## src/verilog/risc8_pkg.sv

```systemverilog
package risc8_pkg;

        // Data byte and instruction byte share one width
        typedef logic [7:0] word;

        typedef enum logic [1:0] {
                R0 = 2'd0,
                R1 = 2'd1,
                R2 = 2'd2,
                R3 = 2'd3
        } e_reg_addr;

        // Upper nibble of the instruction byte, 12 to 15 decode as no-op
        typedef enum logic [3:0] {
                OP_CPY  = 4'd0,
                OP_MOVE = 4'd1,
                OP_ADD  = 4'd2,
                OP_SUB  = 4'd3,
                OP_AND  = 4'd4,
                OP_OR   = 4'd5,
                OP_XOR  = 4'd6,
                OP_SLL  = 4'd7,
                OP_SRL  = 4'd8,
                OP_SRA  = 4'd9,
                OP_INC  = 4'd10,
                OP_DEC  = 4'd11
        } e_opcode;

        typedef enum logic [2:0] {
                ALU_ADD = 3'd0,
                ALU_SUB = 3'd1,
                ALU_AND = 3'd2,
                ALU_OR  = 3'd3,
                ALU_XOR = 3'd4,
                ALU_SL  = 3'd5,
                ALU_SR  = 3'd6,
                ALU_RA  = 3'd7
        } e_alu_op;

        typedef enum logic [1:0] {
                SB_REG  = 2'd0,
                SB_1    = 2'd1,
                SB_NONE = 2'd2
        } e_selb;

        typedef enum logic [1:0] {
                SR_IMM  = 2'd0,
                SR_REG  = 2'd1,
                SR_ALU  = 2'd2,
                SR_NONE = 2'd3
        } e_selr;

        typedef struct packed {
                word instr;
                word imm;
        } instr_pkt_t;

        typedef struct packed {
                e_alu_op   alu_op;
                e_selb     selb;
                e_selr     selr;
                logic      rw_en;
                e_reg_addr a1; // Destination and first source
                e_reg_addr a2;
                word       imm;
        } ctrl_t;

        typedef struct packed {
                e_reg_addr dst;
                word       data;
        } result_pkt_t;

endpackage

```

## src/verilog/risc8_alu.sv

```systemverilog
`timescale 1ns/1ps

module risc8_alu (
        input  risc8_pkg::e_alu_op op,
        input  risc8_pkg::word     a,
        input  risc8_pkg::word     b,
        output risc8_pkg::word     y
);

        logic [2:0] shamt;

        // Only the low three bits matter for an 8-bit shift
        assign shamt = b[2:0];

        always_comb begin
                case (op)
                        risc8_pkg::ALU_ADD: begin
                                y = a + b; // Wraps modulo 256
                        end
                        risc8_pkg::ALU_SUB: begin
                                y = a - b;
                        end
                        risc8_pkg::ALU_AND: begin
                                y = a & b;
                        end
                        risc8_pkg::ALU_OR: begin
                                y = a | b;
                        end
                        risc8_pkg::ALU_XOR: begin
                                y = a ^ b;
                        end
                        risc8_pkg::ALU_SL: begin
                                y = a << shamt;
                        end
                        risc8_pkg::ALU_SR: begin
                                y = a >> shamt;
                        end
                        risc8_pkg::ALU_RA: begin
                                // Sign bit is copied into the vacated positions
                                y = risc8_pkg::word'($signed(a) >>> shamt);
                        end
                        default: begin
                                y = a;
                        end
                endcase
        end

endmodule

```

## src/verilog/risc8_core.sv

```systemverilog
`timescale 1ns/1ps

module risc8_core (
        input  logic                   clk,
        input  logic                   rst_n,
        input  logic                   in_valid,
        output logic                   in_ready,
        input  risc8_pkg::instr_pkt_t  in_pkt,
        output logic                   res_valid,
        input  logic                   res_ready,
        output risc8_pkg::result_pkt_t res_pkt
);

        // Link between the decode and execute stages
        logic             dec_valid;
        logic             dec_ready;
        risc8_pkg::ctrl_t dec_ctrl;

        risc8_decode i_risc8_decode (
                .clk       (clk),
                .rst_n     (rst_n),
                .in_valid  (in_valid),
                .in_ready  (in_ready),
                .in_pkt    (in_pkt),
                .dec_valid (dec_valid),
                .dec_ready (dec_ready),
                .dec_ctrl  (dec_ctrl)
        );

        risc8_execute i_risc8_execute (
                .clk       (clk),
                .rst_n     (rst_n),
                .dec_valid (dec_valid),
                .dec_ready (dec_ready),
                .dec_ctrl  (dec_ctrl),
                .res_valid (res_valid),
                .res_ready (res_ready),
                .res_pkt   (res_pkt)
        );

endmodule

```

## src/verilog/risc8_decode.sv

```systemverilog
`timescale 1ns/1ps

module risc8_decode (
        input  logic                   clk,
        input  logic                   rst_n,
        input  logic                   in_valid,
        output logic                   in_ready,
        input  risc8_pkg::instr_pkt_t  in_pkt,
        output logic                   dec_valid,
        input  logic                   dec_ready,
        output risc8_pkg::ctrl_t       dec_ctrl
);

        risc8_pkg::e_opcode op;
        risc8_pkg::ctrl_t   ctrl_next;

        assign op = risc8_pkg::e_opcode'(in_pkt.instr[7:4]);

        always_comb begin
                ctrl_next.alu_op = risc8_pkg::ALU_ADD;
                ctrl_next.selb   = risc8_pkg::SB_NONE;
                ctrl_next.selr   = risc8_pkg::SR_NONE;
                ctrl_next.rw_en  = 1'b1;
                ctrl_next.a1     = risc8_pkg::e_reg_addr'(in_pkt.instr[3:2]);
                ctrl_next.a2     = risc8_pkg::e_reg_addr'(in_pkt.instr[1:0]);
                ctrl_next.imm    = in_pkt.imm;
                case (op)
                        risc8_pkg::OP_CPY:  ctrl_next.selr = risc8_pkg::SR_IMM;
                        risc8_pkg::OP_MOVE: ctrl_next.selr = risc8_pkg::SR_REG;
                        risc8_pkg::OP_ADD: begin
                                ctrl_next.selb = risc8_pkg::SB_REG;
                                ctrl_next.selr = risc8_pkg::SR_ALU;
                        end
                        risc8_pkg::OP_SUB: begin
                                ctrl_next.alu_op = risc8_pkg::ALU_SUB;
                                ctrl_next.selb   = risc8_pkg::SB_REG;
                                ctrl_next.selr   = risc8_pkg::SR_ALU;
                        end
                        risc8_pkg::OP_AND: begin
                                ctrl_next.alu_op = risc8_pkg::ALU_AND;
                                ctrl_next.selb   = risc8_pkg::SB_REG;
                                ctrl_next.selr   = risc8_pkg::SR_ALU;
                        end
                        risc8_pkg::OP_OR: begin
                                ctrl_next.alu_op = risc8_pkg::ALU_OR;
                                ctrl_next.selb   = risc8_pkg::SB_REG;
                                ctrl_next.selr   = risc8_pkg::SR_ALU;
                        end
                        risc8_pkg::OP_XOR: begin
                                ctrl_next.alu_op = risc8_pkg::ALU_XOR;
                                ctrl_next.selb   = risc8_pkg::SB_REG;
                                ctrl_next.selr   = risc8_pkg::SR_ALU;
                        end
                        risc8_pkg::OP_SLL: begin
                                ctrl_next.alu_op = risc8_pkg::ALU_SL;
                                ctrl_next.selb   = risc8_pkg::SB_REG;
                                ctrl_next.selr   = risc8_pkg::SR_ALU;
                        end
                        risc8_pkg::OP_SRL: begin
                                ctrl_next.alu_op = risc8_pkg::ALU_SR;
                                ctrl_next.selb   = risc8_pkg::SB_REG;
                                ctrl_next.selr   = risc8_pkg::SR_ALU;
                        end
                        risc8_pkg::OP_SRA: begin
                                ctrl_next.alu_op = risc8_pkg::ALU_RA;
                                ctrl_next.selb   = risc8_pkg::SB_REG;
                                ctrl_next.selr   = risc8_pkg::SR_ALU;
                        end
                        risc8_pkg::OP_INC: begin
                                ctrl_next.selb = risc8_pkg::SB_1; // ADD with constant one
                                ctrl_next.selr = risc8_pkg::SR_ALU;
                        end
                        risc8_pkg::OP_DEC: begin
                                ctrl_next.alu_op = risc8_pkg::ALU_SUB;
                                ctrl_next.selb   = risc8_pkg::SB_1;
                                ctrl_next.selr   = risc8_pkg::SR_ALU;
                        end
                        default: ctrl_next.rw_en = 1'b0; // Opcodes 12 to 15 do nothing
                endcase
        end

        // Stage accepts when empty or when its word leaves this cycle
        assign in_ready = !dec_valid || dec_ready;

        always_ff @(posedge clk) begin
                if (!rst_n) begin
                        dec_valid <= 1'b0;
                end else if (in_ready) begin
                        dec_valid <= in_valid;
                end
        end

        always_ff @(posedge clk) begin
                if (in_valid && in_ready) begin
                        dec_ctrl <= ctrl_next;
                end
        end

endmodule

```

## src/verilog/risc8_execute.sv

```systemverilog
`timescale 1ns/1ps

module risc8_execute (
        input  logic                   clk,
        input  logic                   rst_n,
        input  logic                   dec_valid,
        output logic                   dec_ready,
        input  risc8_pkg::ctrl_t       dec_ctrl,
        output logic                   res_valid,
        input  logic                   res_ready,
        output risc8_pkg::result_pkt_t res_pkt
);

        logic           consume;
        logic           wr_en;
        risc8_pkg::word rd1;
        risc8_pkg::word rd2;
        risc8_pkg::word opb;
        risc8_pkg::word alu_y;
        risc8_pkg::word wr_data;

        // Output register can take a new packet when empty or draining
        assign dec_ready = !res_valid || res_ready;
        assign consume   = dec_valid && dec_ready;
        assign wr_en     = consume && dec_ctrl.rw_en;

        risc8_regfile i_risc8_regfile (
                .clk   (clk),
                .rst_n (rst_n),
                .ra1   (dec_ctrl.a1),
                .ra2   (dec_ctrl.a2),
                .rd1   (rd1),
                .rd2   (rd2),
                .we    (wr_en),
                .wa    (dec_ctrl.a1),
                .wd    (wr_data)
        );

        always_comb begin
                case (dec_ctrl.selb)
                        risc8_pkg::SB_REG: opb = rd2;
                        risc8_pkg::SB_1:   opb = 8'd1;
                        default:           opb = '0;
                endcase
        end

        risc8_alu i_risc8_alu (
                .op (dec_ctrl.alu_op),
                .a  (rd1),
                .b  (opb),
                .y  (alu_y)
        );

        always_comb begin
                case (dec_ctrl.selr)
                        risc8_pkg::SR_IMM: wr_data = dec_ctrl.imm;
                        risc8_pkg::SR_REG: wr_data = rd2; // MOVE copies the second register
                        risc8_pkg::SR_ALU: wr_data = alu_y;
                        default:           wr_data = '0;
                endcase
        end

        // No-ops pass through here without raising res_valid
        always_ff @(posedge clk) begin
                if (!rst_n) begin
                        res_valid <= 1'b0;
                end else if (dec_ready) begin
                        res_valid <= dec_valid && dec_ctrl.rw_en;
                end
        end

        always_ff @(posedge clk) begin
                if (wr_en) begin
                        res_pkt.dst  <= dec_ctrl.a1;
                        res_pkt.data <= wr_data;
                end
        end

endmodule

```

## src/verilog/risc8_regfile.sv

```systemverilog
`timescale 1ns/1ps

module risc8_regfile (
        input  logic                 clk,
        input  logic                 rst_n,
        input  risc8_pkg::e_reg_addr ra1,
        input  risc8_pkg::e_reg_addr ra2,
        output risc8_pkg::word       rd1,
        output risc8_pkg::word       rd2,
        input  logic                 we,
        input  risc8_pkg::e_reg_addr wa,
        input  risc8_pkg::word       wd
);

        risc8_pkg::word regs [4];

        // Reads see the value before this edge's write
        assign rd1 = regs[ra1];
        assign rd2 = regs[ra2];

        always_ff @(posedge clk) begin
                if (!rst_n) begin
                        for (int i = 0; i < 4; i++) begin
                                regs[i] <= '0;
                        end
                end else if (we) begin
                        regs[wa] <= wd;
                end
        end

endmodule

```

## config.mk

```make
export PLATFORM = sky130hd
export DESIGN_NAME = risc8_core
export DESIGN_NICKNAME = d
export VERILOG_FILES = /design/src/verilog/risc8_pkg.sv /design/src/verilog/risc8_alu.sv /design/src/verilog/risc8_core.sv /design/src/verilog/risc8_decode.sv /design/src/verilog/risc8_execute.sv /design/src/verilog/risc8_regfile.sv
export SDC_FILE = /design/constraint.sdc
export NUM_CORES = 1
export LEC_CHECK = 0
export ABC_AREA = 1
export CAP_MARGIN = 20
export CORE_MARGIN = 2
export CORE_UTILIZATION = 55
export CTS_CLUSTER_SIZE = 40
export DETAILED_ROUTE_END_ITERATION = 8
export DONT_BUFFER_PORTS = 1
export GPL_TIMING_DRIVEN = 0
export PLACE_DENSITY_LB_ADDON = 0.25
export SYNTH_ARGS = -nofsm -noshare
export SYNTH_HDL_FRONTEND = slang
export SYNTH_SLANG_ARGS = --single-unit
```

## constraint.sdc

```tcl
create_clock -name clk -period 3.4 [get_ports clk]
set_input_delay 0.17 -clock clk [delete_from_list [all_inputs] [get_ports clk]]
set_output_delay 0.17 -clock clk [all_outputs]
set_load 0.1 [all_outputs]
```

# After elaboration in Yosys (flattened, before gate mapping)
# Memory sizes are Yosys's and may differ from the RTL's. A register that Yosys moved wholly into a read port is not among the register bits.
# Cells that the tools add are included.
[word_totals]
out_inout_bits = 12
wordCells = 75
ramBits = 32
mem_count = 1
inputBits = 20
register_bits = 32
[classes]
n_eq_ne = 21
n_bitwise = 3
reduce_logical = 18
add_sub_neg = 2
mux = 16
n_shift = 3
[mem_list]
columns = ["name", "depth", "width", "read_ports", "rd_ports_with_merged_regs", "wr", "line", "source"]
rows = [
  ["i_risc8_execute.i_risc8_regfile.regs", 4, 8, 2, 2, 4, "risc8_regfile.sv:15", "risc8_pkg::word regs [4];"],
]
[ops]
columns = ["cell", "n"]
rows = [
  ["$pmux 8 s8", 1],
  ["$pmux 8 s3", 1],
  ["$pmux 3 s7", 1],
  ["$eq 4x3->1 const B", 4],
  ["$eq 4x4->1 const B", 4],
  ["$pmux 8 s2", 1],
  ["$reduce_or 8->1", 2],
  ["$eq 3x3->1 const B", 4],
  ["$reduce_or 12->1", 1],
  ["$reduce_or 10->1", 1],
  ["$add 8x8->8", 1],
  ["$and 8x8->8", 1],
  ["$eq 4x2->1 const B", 2],
  ["$mux 8", 1],
  ["$or 8x8->8", 1],
  ["$shl 8x3->8", 1],
  ["$shr 8x3->8", 1],
  ["$sshr 8x3->8", 1],
  ["$sub 8x8->8", 1],
  ["$xor 8x8->8", 1],
  ["$eq 3x2->1 const B", 2],
  ["$mux 1", 6],
  ["$mux 2", 3],
  ["$pmux 2 s3", 1],
  ["12 further kinds", 20],
]

# Longest topological paths before layout
# Gate-level depths: netlist (run 1).
[logic_depth]
word_depth = 9
depth_mapped = 27
ltp_nobuf = 26

# By module
# From an unflattened synthesis (run 1), not the netlist that was laid out.
[unflattened]
hier_cells = 658
area_unflattened_um2 = 4819.6
[by_module_without_submodules]
columns = ["mod", "seq_area_each_um2", "area_each_um2", "cells_each", "n_inst"]
rows = [
  ["risc8_regfile", 960.9, 1879.3, 240, 1],
  ["risc8_alu", 0.0, 1589.0, 301, 1],
  ["risc8_decode", 620.6, 724.4, 46, 1],
  ["risc8_execute", 320.3, 626.9, 71, 1],
]

# Worst setup path after synthesis (run 1)
# Ideal clock, no wire load.
[synth_timing]
path_type = "register -> register"
start = "register with a tool-made name"
end = "memory i_risc8_execute.i_risc8_regfile.regs[1][7] (netlist name), data pin"
path_stages_with_launch = 25
t_arrival_ns = 2.966
period_less_slack_ns = 3.228
setup_time_ns = 0.262
n_path_buf = 2
slack_ns = 0.172
t_required_ns = 3.138
cell_sequence = "dfxtp_1 > buf_6 > inv_6 > nand3_1 > nand3_2 > buf_2 > ha_1 > inv_1 > nor3_1 > inv_1 > o31ai_1 > xor2_1 > inv_1 > ha_1 > a21oi_1 > o21ai_0 > a31o_2 > nand3_1 > nand2_1 > nand2_1 > nand2_1 > nand2_1 > nand2_2 > nand2_4 > nor2_2"
[synth_lines]
columns = ["element", "line"]
rows = [
  ["end: declaration", "risc8_regfile.sv:15"],
]

==> results of run 1 <==
==> layout make-up <==
class / instances / area, sq um / share of cell area [%]
Buffer: 10 / 101 / 1.81
Clock buffer: 12 / 145 / 2.60
Clock inverter: 4 / 50.0 / 0.896
Inverter: 77 / 312 / 5.58
Multi-Input combinational cell: 449 / 2580 / 46.2
Sequential cell: 68 / 1980 / 35.5
Tap cell: 108 / 135 / 2.42
Timing Repair Buffer: 33 / 278 / 4.97
==> layer usage <==
layer  up-vias  global-route usage [%]  wire, um
met5         -                       0         0
met4         0                    8.87       268
met3        24                    3.53       554
met2       155                    46.4      6250
met1      1973                    35.3      5410
li1       2096                       -         -
==> synthesized netlist by cell type, drive strengths merged, types with 6 or more instances <==
cell type,count,area share (%)
ha,24,6.2
nand2,188,16
o21ai,34,3.7
inv,76,6.1
edfxtp,62,39
dfxtp,6,2.5
xor2,8,1.6
a21oi,36,4.0
nor2,66,6.2
nand3,57,7.5
buf,10,1.8
nor3,6,0.73
==> flip-flops by register name, summed over array words and instances, names as in the netlist, named ones only <==
signal                                count
i_risc8_decode.dec_valid                  1
i_risc8_execute.res_valid                 1
i_risc8_decode.dec_ctrl                  20
i_risc8_execute.res_pkt                  10
i_risc8_execute.i_risc8_regfile.regs     32
==> power by group <==
group          leakage (nW)  internal [mW]  total [mW]  switching [mW]
Clock                0.0926          0.358       0.642           0.284
Sequential            0.671          0.965        1.04          0.0785
Combinational          1.72          0.304       0.834           0.530
==> metrics by stage <==
step / setup slack [ps] / power, mW
final: 209 / 2.52
after CTS: 41.1 / 2.45
after floorplan: 172 / 1.61
after global routing: -22.5 / 2.67
after global placement: -246 / 1.76
after detailed placement: -274 / 1.78
==> cell families (layout without fill, tap and decap cells) <==
| kind of cell | Yosys count | in the layout |
|---|---|---|
| AO/OA/AOI/OAI | 92 | 92 |
| XOR/XNOR | 10 | 10 |
| adder cells (fa/ha/maj) | 25 | 25 |
| buffers and inverters | 87 | 136 |
| flip-flops | 68 | 68 |
| AND/OR/NAND/NOR | 322 | 322 |
==> final timing paths <==
| check | endpoint | slack (ps) | cells past startpoint | startpoint |
|---|---|---|---|---|
| worst max-delay path | i_risc8_execute.i_risc8_regfile.regs[2][7] | 210 | 23 | flip-flop |
| worst max register to register | i_risc8_execute.i_risc8_regfile.regs[2][7] | 210 | 23 | flip-flop |
| worst min-delay path | i_risc8_decode.dec_ctrl[18] | 30 | 1 | in_pkt[13] |
| worst min register to register | flip-flop | 450 | 2 | i_risc8_decode.dec_ctrl[8] |
==> repair_timing <==
item / 4_1_cts / 5_1_grt
hold buffers: 12 / 0
setup buffers: 3 / 16
resized for setup: 10 / 35
pin swaps: 3 / 13
endpoints found under the hold margin: 16 / 0
endpoints found under the setup margin: 19 / 21
==> impl_metrics.yaml, run 1 <==
die:
  fp.dieW_um: 97.5
  rows: 34
  initial_core_util_pct: 56.0
  pin_count: 32
  die_h_um: 97.5
  coreArea_sq_um: 8590
  die_area_sq_um: 9510
routing:
  ant_nets: 0
  vias: 4248
  drcViolationCount: 0
  firstDrtPassIters: 5
  drt_wl_total_um: 12500
  first_iter_violations: 313
  wl_per_cell_um: 16.4
  via_per_inst: 5.58
sta:
  fin_crit_sh_pct: 93.9
  max_freq_mhz: 313
  slew_headroom_pct: 34.9
  clock_skew_ps: 10.4
  timing.hold.ws_ps: 34.9
  setup_violations: 0
  worstMarginPinSlew_ps: 976
  slew_violations: 0
  min_period_ps: 3190
  hold_violations: 0
  tns_ps: 0
clocking:
  cts_buffer_depth: 2
  cts_root_buf: "clkbuf_8"
  ctsHtreeMaxLevel: 3
  cts.clk_slew.worst_paths_ps: 70
  cts_buffers: 9
  cts_tree: "yes"
  clock-sinks: 68
  clock_latency_ps: 330
setup_path:
  cpMostUsedCell: "nand2_1"
  path_cells: "buf_6 > buf_4 > nand2_1 > nand3_4 > nand3_4 > inv_2 > nor3_2 > inv_1 > o31ai_2 > xor2_1 > inv_1 > ha_4 > a21oi_2 > o21ai_1 > a31o_2 > nand3_1 > nand2_1 > nand2_1 > nand2_1 > nand2_1 > nand2_2 > nand2_4 > nor2_2"
  cp_slowest_cell: "dfxtp_2"
  critPathKind: "reg -> reg"
  cp.buffers_inverters: 5
  cp.required_ps: 3480
  crit_family: "simple AND/OR/NAND/NOR gates"
  crit_fanout: 10
  end_kind: "flip-flop"
  critPathLaunchType: "flip-flop"
  arrival_ps: 3270
  slowest_delay_ps: 320
synth:
  synth_top_family_by_area: "simple AND/OR/NAND/NOR gates"
  synthAdderAreaFrac_pct: 6.66
  syn_nets: 649
  synth-seq-cells: 68
  synth.cell_area_sq_um: 4810
  synthMuxAreaShare_pct: 0
  ys_warn_count: 0
  yosysSeqAreaShare_pct: 41.2
  syn_avg_cell_area_sq_um: 7.96
  yosysUniqueCellTypes: 48
  yosys.area_share.simple_pct: 30.7
  synth_ff_type: "edfxtp_1"
  postSynthCellCount: 604
  synth_xor_area_share_pct: 1.98
  synthArstFlopShare_pct: 0
  synth_edf_count: 62
  synth-compound-area-share_pct: 11.4
cells_and_area:
  design_area_sq_um: 5590
  drive_above_1_share_pct: 20.5
  syn_to_final_growth_pct: 16.2
  fillers: 736
  final_core_utilization_pct: 65.0
  num_antenna_cells: 0
  layout_commonest_cell: "nand2_1"
  final_cells: 761
  layout_common_cells: "nand2_1, edfxtp_1, inv_1"
  nNetsFinal: 693
global_routing:
  grt.overflow.total: 0
  first_global_vias: 4078
  track_usage_pct: 27.0
  grt_max_degree: 27
  antenna_found_initial: 0
  grt_pass1_wl_um: 20400
min_path:
  hold_class: "in -> reg"
pwr:
  powerDensity_nw_per_um2: 451
  peakVddDrop_mv: 0.454
  leakage_nw: 2.49
place:
  dp.cells: 713
  io_buffers: 0
  dpl-instance-area_sq_um: 4950
  gp_congestion: 0.930
  place_hpwl_um: 9580
flow_run:
  drv_cap: 0
outcome:
  outcome: "completed"
Note: power is estimated with default switching activity, not from simulation.
==> run 2: changes to the inputs <==
Clock period 3.4 ns to 3.1 ns, I/O delays scaled along.
==> run 2 against run 1 <==
Against the previous run: core utilization up 2.3 points; first-iteration DRC count down 27%; the run now ends with negative setup slack left; routed wire length up 4.7%; final cell count up 0.26%; largest power group unchanged; sequential cell count unchanged; clock skew about the same; clock power up 29%; critical endpoint is now i_risc8_execute.i_risc8_regfile.regs[1][7]; critical path depth down 2; sequential power up 11%; clock-buffer cell count down 3; sequential share of layout area down 1.1 points.
==> impl_metrics.yaml, run 2 (synthesis results as in run 1) <==
outcome:
  outcome: "finished, violations left"
  violations: "negative setup slack"
min_path:
  hold_class: "in -> reg"
cells_and_area:
  num_antenna_cells: 0
  drive_above_1_share_pct: 24.6
  reg.largest.list: "i_risc8_execute.i_risc8_regfile.regs x32, i_risc8_decode.dec_ctrl x20, i_risc8_execute.res_pkt x10"
  regMostFlops: "i_risc8_execute.i_risc8_regfile.regs"
  nNetsFinal: 695
  layout_commonest_cell: "nand2_1"
  syn_to_final_growth_pct: 20.3
  layout_common_cells: "nand2_1, edfxtp_1, inv_1"
  largest_register_ffs: 32
  fillers: 693
setup_path:
  path_cells: "nor2_4 > buf_4 > nand3_2 > buf_4 > buf_4 > nand2_1 > o21ai_1 > xor2_1 > ha_2 > nand2_2 > o21ai_2 > a31o_2 > inv_1 > nand2_1 > nand2_1 > nand2_1 > nand2_1 > nand2_1 > nand2_2 > nand2_4 > nor2_2"
  cp.required_ps: 3190
  r2r_slack_ps: -20
  arrival_ps: 3210
  slowest_delay_ps: 440
  cp.buffers_inverters: 4
  end_kind: "flip-flop"
  critPathKind: "reg -> reg"
  crit_fanout: 7
  cpMostUsedCell: "nand2_1"
  critPathLaunchType: "flip-flop"
  crit_family: "simple AND/OR/NAND/NOR gates"
  cp_slowest_cell: "edfxtp_1"
global_routing:
  first_global_vias: 4357
  track_usage_pct: 27.6
  grt_pass1_wl_um: 20600
  antenna_found_initial: 0
  grt.overflow.total: 0
  grt_max_degree: 27
die:
  coreArea_sq_um: 8590
  die_h_um: 97.5
  fp.dieW_um: 97.5
  die_area_sq_um: 9510
  initial_core_util_pct: 56.0
  pin_count: 32
  rows: 34
routing:
  drcViolationCount: 0
  via_per_inst: 5.69
  vias: 4339
  first_iter_violations: 228
  ant_nets: 0
  wl_per_cell_um: 17.1
  drt_wl_total_um: 13100
  firstDrtPassIters: 5
sta:
  rsz0062_at_grt: "true"
  clock_skew_ps: 10.5
  slew_violations: 0
  timing.hold.ws_ps: 25.2
  setup_ws_ps: -24.7
  tns_ps: -44.8
  setup_violations: 4
  max_freq_mhz: 320
  min_period_ps: 3120
  worstMarginPinSlew_ps: 1020
  slew_headroom_pct: 31.7
  fin_crit_sh_pct: 101
  hold_violations: 0
clocking:
  cts_tree: "yes"
  clock_latency_ps: 350
  clock-sinks: 68
  cts_buffers: 9
  ctsHtreeMaxLevel: 3
  cts_root_buf: "clkbuf_8"
  cts.clk_slew.worst_paths_ps: 80
  cts_buffer_depth: 2
flow_run:
  drv_cap: 0
place:
  gp_congestion: 0.955
  io_buffers: 0
  place_hpwl_um: 9700
pwr:
  peakVddDrop_mv: 0.572
  leakage_nw: 2.55
  powerDensity_nw_per_um2: 521
## run 2: path summary, 6_finish.rpt
check,to,from,depth (start not counted)
worst max-delay path,i_risc8_execute.i_risc8_regfile.regs[1][7],i_risc8_decode.dec_ctrl[15],21
worst min-delay path,i_risc8_decode.dec_ctrl[12],in_pkt[14],1
worst max register to register,i_risc8_execute.i_risc8_regfile.regs[1][7],i_risc8_decode.dec_ctrl[15],21
worst min register to register,flip-flop,i_risc8_decode.dec_ctrl[9],2
## run 2: timing repair
| action | CTS | global route |
|---|---|---|
| endpoints found under the hold margin | 20 | 0 |
| gates resized for setup | 36 | 43 |
| hold buffers | 15 | 0 |
| setup endpoints to repair | 63 | 21 |
| setup buffers | 14 | 6 |
| pin swaps | 17 | 12 |
## run 2: worst register-to-register path: stages, from the launching register on
cell      delay [ps]
edfxtp_1         440
nor2_4           170
buf_4            200
nand3_2          130
buf_4            150
buf_4            130
nand2_1          100
o21ai_1           90
xor2_1           160
ha_2             380
nand2_2           80
o21ai_2          100
a31o_2           140
inv_1             40
nand2_1           50
nand2_1           50
nand2_1           50
nand2_1           70
nand2_1           80
nand2_2           70
nand2_4          110
nor2_2            50
## run 2: where the power goes
group / total, mW / internal (mW) / switching [mW]
clock: 0.829 / 0.465 / 0.364
combinational: 1.04 / 0.398 / 0.640
sequential: 1.15 / 1.06 / 0.0913
total: 3.02 / 1.92 / 1.10
## run 2: cell type report
class / instances / area, sq um / share of cell area (%)
repair buffers: 36 / 308 / 5.32
flip-flops and latches: 68 / 1990 / 34.4
inverters: 77 / 312 / 5.39
clock inverters: 7 / 105 / 1.82
clock buffers: 9 / 124 / 2.14
multi-input cells: 449 / 2720 / 47.1
plain buffers: 9 / 90.1 / 1.56
well taps: 108 / 135 / 2.34
## run 2: metrics by stage
| step | worst slack [ps] | cells | util, % | area, sq um | power [mW] |
|---|---|---|---|---|---|
| floorplan | 45.6 | 604 | - | 4840 | 1.77 |
| global placement | -375 | 712 | 57.9 | 4970 | 1.95 |
| detailed placement | -418 | 713 | 58.0 | 4980 | 1.97 |
| CTS | -52.9 | 758 | 65.0 | 5590 | 2.87 |
| global route | -158 | 763 | 67.3 | 5780 | 3.16 |
| finish | -24.7 | 763 | 67.3 | 5780 | 3.02 |
## run 2: routing by layer
metal / vias up / global-route usage, % / part of all wire (%)
li1: 2106 / - / -
met1: 2038 / 33.1 / 40
met2: 161 / 48.0 / 51
met3: 34 / 2.37 / 4.7
met4: 0 / 16.7 / 3.8
met5: - / 0 / 0
